File: config.mk
export PLATFORM = sky130hd
export DESIGN_NAME = ex_unit_top
export DESIGN_NICKNAME = d
export VERILOG_FILES = /design/src/logic/rv_isa_pkg.sv /design/src/logic/ex_ctrl_pkg.sv /design/src/logic/ex_op_if.sv /design/src/logic/ex_decode.sv /design/src/logic/int_alu.sv /design/src/logic/fp_adder.sv /design/src/logic/ex_result.sv /design/src/logic/ex_unit_top.sv
export SDC_FILE = /design/constraint.sdc
export NUM_CORES = 1
export LEC_CHECK = 0
export BUFFER_PORTS_ARGS = -buffer_cell sky130_fd_sc_hd__buf_2
export CORE_ASPECT_RATIO = 1.75
export CORE_MARGIN = 4
export CORE_UTILIZATION = 35
export CTS_BUF_LIST = sky130_fd_sc_hd__clkbuf_8
export DETAILED_ROUTE_END_ITERATION = 12
export PLACE_DENSITY_LB_ADDON = 0.3
export SKIP_CTS_REPAIR_TIMING = 1
export SLEW_MARGIN = 10
export SYNTH_ARGS = -nofsm -noshare
export SYNTH_HDL_FRONTEND = slang
export SYNTH_HIERARCHICAL = 1
export SYNTH_SLANG_ARGS = --single-unit
export TNS_END_PERCENT = 10
File: constraint.sdc
create_clock -name clk -period 11.7 [get_ports clk]
set_clock_uncertainty 0.2 [all_clocks]
set_input_delay 1.17 -clock clk [delete_from_list [all_inputs] [get_ports clk]]
set_output_delay 1.17 -clock clk [all_outputs]
set_load 0.1 [all_outputs]
File: src/logic/rv_isa_pkg.sv
`default_nettype none

package rv_isa_pkg;

    // data path width
    localparam int xlen = 32;

    typedef logic [xlen-1:0] word_t;

    // bit positions of the instruction fields
    localparam int opc_lsb   = 0;
    localparam int f3_lsb    = 12;
    localparam int imm_u_lsb = 12;
    localparam int imm_i_lsb = 20;
    localparam int f7_lsb    = 25;

    // major opcodes kept in this stage
    localparam logic [6:0] opc_op     = 7'b0110011;
    localparam logic [6:0] opc_op_imm = 7'b0010011;
    localparam logic [6:0] opc_lui    = 7'b0110111;
    localparam logic [6:0] opc_op_fp  = 7'b1010011;

    // funct7 values
    localparam logic [6:0] f7_base = 7'b0000000;
    localparam logic [6:0] f7_alt  = 7'b0100000;
    localparam logic [6:0] f7_fadd = 7'b0000000;
    localparam logic [6:0] f7_fsub = 7'b0000100;

    // funct3 of the integer ops, sub/sra share a code with add/srl
    localparam logic [2:0] f3_add  = 3'b000;
    localparam logic [2:0] f3_sub  = 3'b000;
    localparam logic [2:0] f3_sll  = 3'b001;
    localparam logic [2:0] f3_slt  = 3'b010;
    localparam logic [2:0] f3_sltu = 3'b011;
    localparam logic [2:0] f3_xor  = 3'b100;
    localparam logic [2:0] f3_srl  = 3'b101;
    localparam logic [2:0] f3_sra  = 3'b101;
    localparam logic [2:0] f3_or   = 3'b110;
    localparam logic [2:0] f3_and  = 3'b111;

endpackage

`default_nettype wire

File: src/logic/ex_ctrl_pkg.sv
`default_nettype none

package ex_ctrl_pkg;

    // single precision field widths
    localparam int fp_exp_w = 8;
    localparam int fp_man_w = 23;
    localparam int fp_bias  = 127;

    // which unit an issued op goes to, none marks an illegal word
    typedef enum logic [1:0] {
        unit_none = 2'd0,
        unit_alu  = 2'd1,
        unit_fpu  = 2'd2
    } unit_e;

    // integer ALU functions
    typedef enum logic [3:0] {
        alu_add    = 4'd0,
        alu_sub    = 4'd1,
        alu_sll    = 4'd2,
        alu_slt    = 4'd3,
        alu_sltu   = 4'd4,
        alu_xor    = 4'd5,
        alu_srl    = 4'd6,
        alu_sra    = 4'd7,
        alu_or     = 4'd8,
        alu_and    = 4'd9,
        // lui just forwards operand b
        alu_pass_b = 4'd10
    } alu_op_e;

    // 7 bit control word carried with every issued op
    typedef struct packed {
        unit_e   unit;
        alu_op_e alu_op;
        logic    fp_sub;
    } ex_ctrl_t;

endpackage

`default_nettype wire

File: src/logic/ex_op_if.sv
`default_nettype none

// one issued operation, decode to units and result stage
interface ex_op_if;

    // high for one cycle per operation
    logic                  issue;
    ex_ctrl_pkg::ex_ctrl_t ctrl;
    rv_isa_pkg::word_t     op_a;
    rv_isa_pkg::word_t     op_b;

    // decode side
    modport source (
        output issue, ctrl, op_a, op_b
    );

    // units and result stage
    modport sink (
        input issue, ctrl, op_a, op_b
    );

endinterface

`default_nettype wire

File: src/logic/ex_decode.sv
`default_nettype none

module ex_decode
    import rv_isa_pkg::*;
    import ex_ctrl_pkg::*;
(
    input  logic     clk,
    input  logic     rst,
    input  logic     launch,
    input  word_t    inst,
    input  word_t    rs1_data,
    input  word_t    rs2_data,
    input  word_t    frs1_data,
    input  word_t    frs2_data,
    ex_op_if.source  op
);

    logic [6:0] opcode;
    logic [2:0] funct3;
    logic [6:0] funct7;
    word_t      imm_i;
    word_t      imm_u;
    ex_ctrl_t   ctrl_d;
    word_t      op_a_d;
    word_t      op_b_d;

    // instruction fields
    assign opcode = inst[opc_lsb +: 7];
    assign funct3 = inst[f3_lsb +: 3];
    assign funct7 = inst[f7_lsb +: 7];

    // sign extended I immediate, U immediate with low 12 bits zero
    assign imm_i = {{20{inst[xlen-1]}}, inst[imm_i_lsb +: 12]};
    assign imm_u = {inst[imm_u_lsb +: 20], 12'd0};

    always_comb begin
        // default is illegal with register operands
        ctrl_d = '{unit: unit_none, alu_op: alu_add, fp_sub: 1'b0};
        op_a_d = rs1_data;
        op_b_d = rs2_data;
        case (opcode)
            opc_op: begin
                ctrl_d.unit = unit_alu;
                // funct7 and funct3 together pick the op
                case ({funct7, funct3})
                    {f7_base, f3_add}:  ctrl_d.alu_op = alu_add;
                    {f7_alt,  f3_sub}:  ctrl_d.alu_op = alu_sub;
                    {f7_base, f3_sll}:  ctrl_d.alu_op = alu_sll;
                    {f7_base, f3_slt}:  ctrl_d.alu_op = alu_slt;
                    {f7_base, f3_sltu}: ctrl_d.alu_op = alu_sltu;
                    {f7_base, f3_xor}:  ctrl_d.alu_op = alu_xor;
                    {f7_base, f3_srl}:  ctrl_d.alu_op = alu_srl;
                    {f7_alt,  f3_sra}:  ctrl_d.alu_op = alu_sra;
                    {f7_base, f3_or}:   ctrl_d.alu_op = alu_or;
                    {f7_base, f3_and}:  ctrl_d.alu_op = alu_and;
                    default:            ctrl_d.unit   = unit_none;
                endcase
            end
            opc_op_imm: begin
                ctrl_d.unit = unit_alu;
                op_b_d      = imm_i;
                case (funct3)
                    f3_add:  ctrl_d.alu_op = alu_add;
                    f3_slt:  ctrl_d.alu_op = alu_slt;
                    f3_sltu: ctrl_d.alu_op = alu_sltu;
                    f3_xor:  ctrl_d.alu_op = alu_xor;
                    f3_or:   ctrl_d.alu_op = alu_or;
                    f3_and:  ctrl_d.alu_op = alu_and;
                    f3_sll: begin
                        ctrl_d.alu_op = alu_sll;
                        if (funct7 != f7_base) ctrl_d.unit = unit_none;
                    end
                    default: begin
                        // srli or srai, bit 30 picks arithmetic
                        ctrl_d.alu_op = (funct7 == f7_alt) ? alu_sra : alu_srl;
                        if (funct7 != f7_base && funct7 != f7_alt) begin
                            ctrl_d.unit = unit_none;
                        end
                    end
                endcase
            end
            opc_lui: begin
                ctrl_d.unit   = unit_alu;
                ctrl_d.alu_op = alu_pass_b;
                op_b_d        = imm_u;
            end
            opc_op_fp: begin
                op_a_d = frs1_data;
                op_b_d = frs2_data;
                // rounding mode field is ignored, always truncate
                if (funct7 == f7_fadd || funct7 == f7_fsub) begin
                    ctrl_d.unit   = unit_fpu;
                    ctrl_d.fp_sub = (funct7 == f7_fsub);
                end
            end
            default: ctrl_d.unit = unit_none;
        endcase
    end

    // issue pulse and control
    always_ff @(posedge clk or posedge rst) begin
        if (rst) begin
            op.issue <= 1'b0;
            op.ctrl  <= '{unit: unit_none, alu_op: alu_add, fp_sub: 1'b0};
        end else begin
            op.issue <= launch;
            if (launch) op.ctrl <= ctrl_d;
        end
    end

    // operands
    always_ff @(posedge clk) begin
        if (launch) begin
            op.op_a <= op_a_d;
            op.op_b <= op_b_d;
        end
    end

endmodule

`default_nettype wire

File: src/logic/int_alu.sv
`default_nettype none

module int_alu
    import rv_isa_pkg::*;
    import ex_ctrl_pkg::*;
(
    input  logic    clk,
    input  logic    rst,
    ex_op_if.sink   op,
    output logic    alu_valid,
    output word_t   alu_result
);

    word_t      res_d;
    logic [4:0] shamt;
    logic       take;

    // only low five bits shift
    assign shamt = op.op_b[4:0];
    assign take  = op.issue && (op.ctrl.unit == unit_alu);

    always_comb begin
        res_d = '0;
        case (op.ctrl.alu_op)
            alu_add:    res_d = op.op_a + op.op_b;
            alu_sub:    res_d = op.op_a - op.op_b;
            alu_sll:    res_d = op.op_a << shamt;
            // signed compare per rv32i
            alu_slt:    res_d[0] = $signed(op.op_a) < $signed(op.op_b);
            alu_sltu:   res_d[0] = op.op_a < op.op_b;
            alu_xor:    res_d = op.op_a ^ op.op_b;
            alu_srl:    res_d = op.op_a >> shamt;
            alu_sra:    res_d = $signed(op.op_a) >>> shamt;
            alu_or:     res_d = op.op_a | op.op_b;
            alu_and:    res_d = op.op_a & op.op_b;
            alu_pass_b: res_d = op.op_b;
            default:    res_d = '0;
        endcase
    end

    always_ff @(posedge clk or posedge rst) begin
        if (rst) begin
            alu_valid <= 1'b0;
        end else begin
            alu_valid <= take;
        end
    end

    always_ff @(posedge clk) begin
        if (take) alu_result <= res_d;
    end

endmodule

`default_nettype wire

File: src/logic/fp_adder.sv
`default_nettype none

module fp_adder
    import rv_isa_pkg::*;
    import ex_ctrl_pkg::*;
(
    input  logic    clk,
    input  logic    rst,
    ex_op_if.sink   op,
    output logic    fp_valid,
    output word_t   fp_result
);

    // all ones exponent, used for infinity
    localparam int exp_max = 2 * fp_bias + 1;
    localparam int lz_w    = $clog2(fp_man_w + 1);

    logic                sign_a, sign_b;
    logic [fp_exp_w-1:0] exp_a, exp_b;
    logic [fp_man_w:0]   man_a, man_b;
    logic                a_big;
    logic [fp_exp_w-1:0] big_exp, diff;
    logic [fp_man_w:0]   big_man, small_man;
    logic [fp_man_w+1:0] sum_d;
    logic                take;

    logic                s1_valid;
    logic                s1_sign;
    logic [fp_exp_w-1:0] s1_exp;
    logic [fp_man_w+1:0] s1_sum;

    logic [lz_w-1:0]     lz;
    logic [fp_man_w:0]   norm_man;
    logic [fp_exp_w+1:0] exp_n;
    word_t               res_d;

    assign take = op.issue && (op.ctrl.unit == unit_fpu);

    // unpack, zero exponent reads as zero, flip b sign on subtract
    assign sign_a = op.op_a[xlen-1];
    assign sign_b = op.op_b[xlen-1] ^ op.ctrl.fp_sub;
    assign exp_a  = op.op_a[fp_man_w +: fp_exp_w];
    assign exp_b  = op.op_b[fp_man_w +: fp_exp_w];
    assign man_a  = (exp_a == '0) ? '0 : {1'b1, op.op_a[fp_man_w-1:0]};
    assign man_b  = (exp_b == '0) ? '0 : {1'b1, op.op_b[fp_man_w-1:0]};

    // order by magnitude
    assign a_big     = {exp_a, man_a} >= {exp_b, man_b};
    assign big_exp   = a_big ? exp_a : exp_b;
    assign diff      = a_big ? exp_a - exp_b : exp_b - exp_a;
    assign big_man   = a_big ? man_a : man_b;
    // align smaller one, shifted out bits are lost
    assign small_man = (a_big ? man_b : man_a) >> diff;

    // magnitude add or subtract, big minus small never goes negative
    assign sum_d = (sign_a ^ sign_b) ? {1'b0, big_man} - {1'b0, small_man}
                                     : {1'b0, big_man} + {1'b0, small_man};

    always_ff @(posedge clk or posedge rst) begin
        if (rst) begin
            s1_valid <= 1'b0;
            fp_valid <= 1'b0;
        end else begin
            s1_valid <= take;
            fp_valid <= s1_valid;
        end
    end

    always_ff @(posedge clk) begin
        if (take) begin
            s1_sign <= a_big ? sign_a : sign_b;
            s1_exp  <= big_exp;
            s1_sum  <= sum_d;
        end
        if (s1_valid) fp_result <= res_d;
    end

    // stage 2, leading zero count, highest set bit wins
    always_comb begin
        lz = '0;
        for (int i = 0; i <= fp_man_w; i++) begin
            if (s1_sum[i]) lz = lz_w'(fp_man_w - i);
        end
    end

    always_comb begin
        if (s1_sum[fp_man_w+1]) begin
            // carry out, shift right once
            norm_man = s1_sum[fp_man_w+1:1];
            exp_n    = {2'b00, s1_exp} + 1'b1;
        end else begin
            norm_man = s1_sum[fp_man_w:0] << lz;
            exp_n    = {2'b00, s1_exp} - {{(fp_exp_w + 2 - lz_w){1'b0}}, lz};
        end
        // zero sum or exponent at or below zero gives +0
        if (s1_sum == '0 || exp_n[fp_exp_w+1] || exp_n == '0) begin
            res_d = '0;
        end else if (exp_n >= (fp_exp_w + 2)'(exp_max)) begin
            // overflow to signed infinity
            res_d = {s1_sign, {fp_exp_w{1'b1}}, {fp_man_w{1'b0}}};
        end else begin
            res_d = {s1_sign, exp_n[fp_exp_w-1:0], norm_man[fp_man_w-1:0]};
        end
    end

endmodule

`default_nettype wire

File: src/logic/ex_result.sv
`default_nettype none

module ex_result
    import rv_isa_pkg::*;
    import ex_ctrl_pkg::*;
(
    input  logic    clk,
    input  logic    rst,
    input  logic    req,
    output logic    launch,
    ex_op_if.sink   op,
    input  logic    alu_valid,
    input  logic    fp_valid,
    input  word_t   alu_result,
    input  word_t   fp_result,
    output logic    ack,
    output logic    illegal,
    output word_t   result
);

    typedef enum logic [1:0] {
        st_idle = 2'd0,
        st_busy = 2'd1,
        st_done = 2'd2
    } state_e;

    state_e state;
    logic   bad_issue;

    // decode found no unit for this word
    assign bad_issue = op.issue && (op.ctrl.unit == unit_none);

    // start one op when idle and asked
    assign launch = (state == st_idle) && req;
    assign ack    = (state == st_done);

    always_ff @(posedge clk or posedge rst) begin
        if (rst) begin
            state <= st_idle;
        end else begin
            case (state)
                st_idle: if (req) state <= st_busy;
                st_busy: if (alu_valid || fp_valid || bad_issue) state <= st_done;
                // hold ack until requester lets go
                st_done: if (!req) state <= st_idle;
                default: state <= st_idle;
            endcase
        end
    end

    // capture whichever unit answered, held through ack
    always_ff @(posedge clk) begin
        if (state == st_busy) begin
            if (alu_valid) begin
                result  <= alu_result;
                illegal <= 1'b0;
            end else if (fp_valid) begin
                result  <= fp_result;
                illegal <= 1'b0;
            end else if (bad_issue) begin
                result  <= '0;
                illegal <= 1'b1;
            end
        end
    end

endmodule

`default_nettype wire

File: src/logic/ex_unit_top.sv
`default_nettype none

module ex_unit_top
    import rv_isa_pkg::*;
(
    input  logic  clk,
    input  logic  rst,
    input  logic  req,
    input  word_t inst,
    input  word_t rs1_data,
    input  word_t rs2_data,
    input  word_t frs1_data,
    input  word_t frs2_data,
    output logic  ack,
    output logic  illegal,
    output word_t result
);

    logic  launch;
    logic  alu_valid;
    logic  fp_valid;
    word_t alu_result;
    word_t fp_result;

    // issued op shared by both units and the result stage
    ex_op_if u_op_if ();

    ex_decode u_ex_decode (
        .clk       (clk),
        .rst       (rst),
        .launch    (launch),
        .inst      (inst),
        .rs1_data  (rs1_data),
        .rs2_data  (rs2_data),
        .frs1_data (frs1_data),
        .frs2_data (frs2_data),
        .op        (u_op_if.source)
    );

    // integer path, one cycle
    int_alu u_int_alu (
        .clk        (clk),
        .rst        (rst),
        .op         (u_op_if.sink),
        .alu_valid  (alu_valid),
        .alu_result (alu_result)
    );

    // float add/sub, two cycles
    fp_adder u_fp_adder (
        .clk       (clk),
        .rst       (rst),
        .op        (u_op_if.sink),
        .fp_valid  (fp_valid),
        .fp_result (fp_result)
    );

    // handshake and result mux
    ex_result u_ex_result (
        .clk        (clk),
        .rst        (rst),
        .req        (req),
        .launch     (launch),
        .op         (u_op_if.sink),
        .alu_valid  (alu_valid),
        .fp_valid   (fp_valid),
        .alu_result (alu_result),
        .fp_result  (fp_result),
        .ack        (ack),
        .illegal    (illegal),
        .result     (result)
    );

endmodule

`default_nettype wire

==> results.toml <==
[detailed_routing]
postRouteAntennaNets = 0
dr.pass1.iters = 6
drt_wl_total_um = 118000
drt_iter0_markers = 2728
route.detailed.drc = 0
routed_via_density = 6.32
routed-via-count = 25800
wl_per_cell_um = 29.0

[setup_path]
regToRegStartpoint = "u_ex_decode/op.op_a[23]"
regToRegSetupSlack_ns = 1.68
rr_endpoint = "u_fp_adder/s1_sum[24]"
end_kind = "flip-flop"
cpMaxStageDelayCell = "o21a_2"
cp_max_fo = 42
critPathMaxStageDelay_ns = 0.90
r2r_cells = 36
worstPathArrival_ns = 10.21
critical_path_class = "reg2reg"
startpoint_type = "flip-flop"
crit_buf_inv = 2
worstPathRequired_ns = 11.89
cp_top_family = "compound AO/OA/AOI/OAI gates"

[sta]
finalCritPeriodShare_pct = 85.6
slew_headroom_pct = 26.4
rsz0062_at_grt = "no"
setup_tns_ns = 0
fin_crit_ns = 10.02
finalSetupViolCount = 0
drv_slew = 0
timing_hold_violations_final = 0
worst_pin_slew_ns = 1.10
clock.fmax_mhz = 99.8

[placed_design]
portBuffers = 191
dpl-instance-area_um2 = 27100
place_congestion = 1.06
hpwlAfterDp_um = 94000

[synth]
synth_fa_ha_area_share_pct = 8.76
synth_mux_area_share_pct = 13.7
async_flop_share_pct = 6.25
synth-seq-cells = 208
synth_cell_types = 114
synth_largest_area_cell = "edfxtp_1"
synth_flop_cell = "edfxtp_1"
postSynthCellCount = 3027
synth_xor_area_share_pct = 2.32
yosys.area_share.simple_pct = 18.2
syn-cell-area_um2 = 25200
synth_top_family_by_area = "compound AO/OA/AOI/OAI gates"
synth_compound_gate_area_share_pct = 26.1
yosysWarnings = 6
synth_nets = 3363
synthTopCellsByArea = "edfxtp_1 23%, ha_1 8.3%, mux2i_1 6.7%"
avgSynthCellArea_um2 = 8.33
netlist.area_leader.share_pct = 23.2
synth-edff-count = 195
ys_seq_area_share_pct = 24.5

[cells_and_area]
final_common_cell = "nand2_1"
areaGrowthSynthToFinish_pct = 9.75
nFillCells = 7513
final_layout_size_suffix_gt1_share_pct = 15.8
postLayoutCoreUtil_pct = 38.7
layout_common_cells = "308 x nand2_1, 257 x nor2_1, 238 x a21oi_1, 195 x edfxtp_1, 193 x o21ai_0"
final_net_count = 3461
final_area_um2 = 27700

[die]
die_w_um = 211
die_area_um2 = 76600
die_h_um = 363
core_um2 = 71600
initial_core_util_pct = 35.2
num_rows = 130
io-pin-count = 197

[pwr]
clock_power_share_pct = 7.3
p_leak_uw = 0.0113
p_total_uw = 7990
swShare_pct = 55.0
seqPwrFrac_pct = 15.9
power_density_nw_per_um2 = 289
combPwrFrac_pct = 76.9
intPower_uw = 3600
irDropWorstVdd_mv = 0.227
p_sw_uw = 4390

[clock_tree]
cts.clk_slew.worst_paths_ns = 0.07
cts_buffers = 30
cts_buffer_depth = 3
clk-insertion-delay-late_ns = 0.68
cts_sinks = 208
cts_tree = "built"
htree_levels = 1
root_buffer = "clkbuf_8"

[worst_hold_path]
hp-class = "in2async"

[grt]
overflow = 0
antenna_found_initial = 2
grt_start_max_net_pins = 81
grt_pass1_wl_um = 169000
first_global_vias = 25200
grt.total_usage_pct = 29.6

[run]
maxCapViolCount = 0

[outcome]
status = "complete, no violations"
==> how the worst max path moves through the flow <==
stage,from,endpoint,cells past startpoint
3_5_place_dp,u_ex_decode/op.op_a[23],u_fp_adder/s1_sum[24],36
3_3_place_gp,u_ex_decode/op.op_a[23],u_fp_adder/s1_sum[24],36
6_report,u_ex_decode/op.op_a[23],u_fp_adder/s1_sum[24],36
4_1_cts,u_ex_decode/op.op_a[23],u_fp_adder/s1_sum[24],36
2_1_floorplan,u_ex_decode/op.op_a[27],u_fp_adder/s1_sum[24],38
5_1_grt,u_ex_decode/op.op_a[24],u_fp_adder/s1_sum[24],36
==> power groups by stage <==
stage,clock network [uW],registers (uW),logic (uW)
finish,581,1270,6140
global route,629,1270,6610
CTS,600,1260,6030
detailed placement,0,1270,6000
global placement,0,1270,5980
floorplan,0,1320,4170
==> sequential cells by signal, indices dropped and copies added (netlist names), 2 cells and up <==
register,flops
u_ex_result/result,32
u_ex_decode/op.op_b,32
u_ex_decode/op.op_a,32
u_int_alu/alu_result,32
u_fp_adder/s1_sum,25
u_fp_adder/fp_result,32
u_ex_decode/op.ctrl,7
u_fp_adder/s1_exp,8
u_ex_result/state,2
==> layer usage <==
layer / up-vias / global-route usage [%] / part of all wire [%]
met5: - / 0 / 0
met4: 0 / 24.5 / 11
met3: 430 / 3.49 / 5.9
met2: 1289 / 53.3 / 50
met1: 12400 / 30.3 / 33
li1: 11600 / - / -
==> per-stage QoR <==
step                cells  setup slack [ns]  hold slack, ns
floorplan            3027              3.78           0.261
global placement     4017              1.95           0.229
detailed placement   4017              1.81           0.235
CTS                  4073              1.76           0.172
global route         4074              1.20           0.190
finish               4075              1.68           0.216
==> area by class of cell <==
| cell class | count | area (um2) | area share [%] |
|---|---|---|---|
| multi-input combinational | 2450 | 17500 | 63.4 |
| sequential | 208 | 6180 | 22.3 |
| inverter | 165 | 619 | 2.24 |
| clock buffer | 37 | 509 | 1.84 |
| tap | 924 | 1160 | 4.18 |
| clock inverter | 19 | 92.6 | 0.335 |
| timing repair buffer | 270 | 1560 | 5.64 |
| antenna | 2 | 5.00 | 0.0181 |
==> synthesized netlist by cell type (all sizes together), types with 13 or more instances <==
master and n:
o21a 13, and2 36, ha 167, dfrtp 13, a21o 36, o31ai 20, a211oi 38, xor2 19
a21oi 245, a221o 18, nor2b 31, o21bai 21, inv 164, edfxtp 195, mux4 34, o31a 14
nor3 83, nor2 261, a31oi 44, mux2 77, mux2i 170, o2111ai 15, a22o 33, clkbuf 105
a221oi 31, o22ai 24, o21ai 203, a22oi 47, o221ai 21, xnor2 46, buf 99, o211ai 34
nor4 30, nand2 308, nand3 57, and3 20, nand2b 36, or3 14, or2 13, nand4 30
==> cells by family after synthesis <==
kind of cell / after synthesis
compound gates: 969
buf+inv: 369
fa+ha+maj: 173
flops: 208
simple gates: 962
mux: 281
xor+xnor: 65
==> worst register-to-register path: cells and delay by family (launching register included) <==
family / cells / cell delay (ns)
AO/OA/AOI/OAI: 18 / 5.40
AND/OR/NAND/NOR: 11 / 1.67
adder cells (fa/ha/maj): 3 / 0.93
flip-flops: 1 / 0.60
multiplexers: 1 / 0.44
buffers and inverters: 2 / 0.42
XOR/XNOR: 1 / 0.10
(Power assumes the default switching activity.)
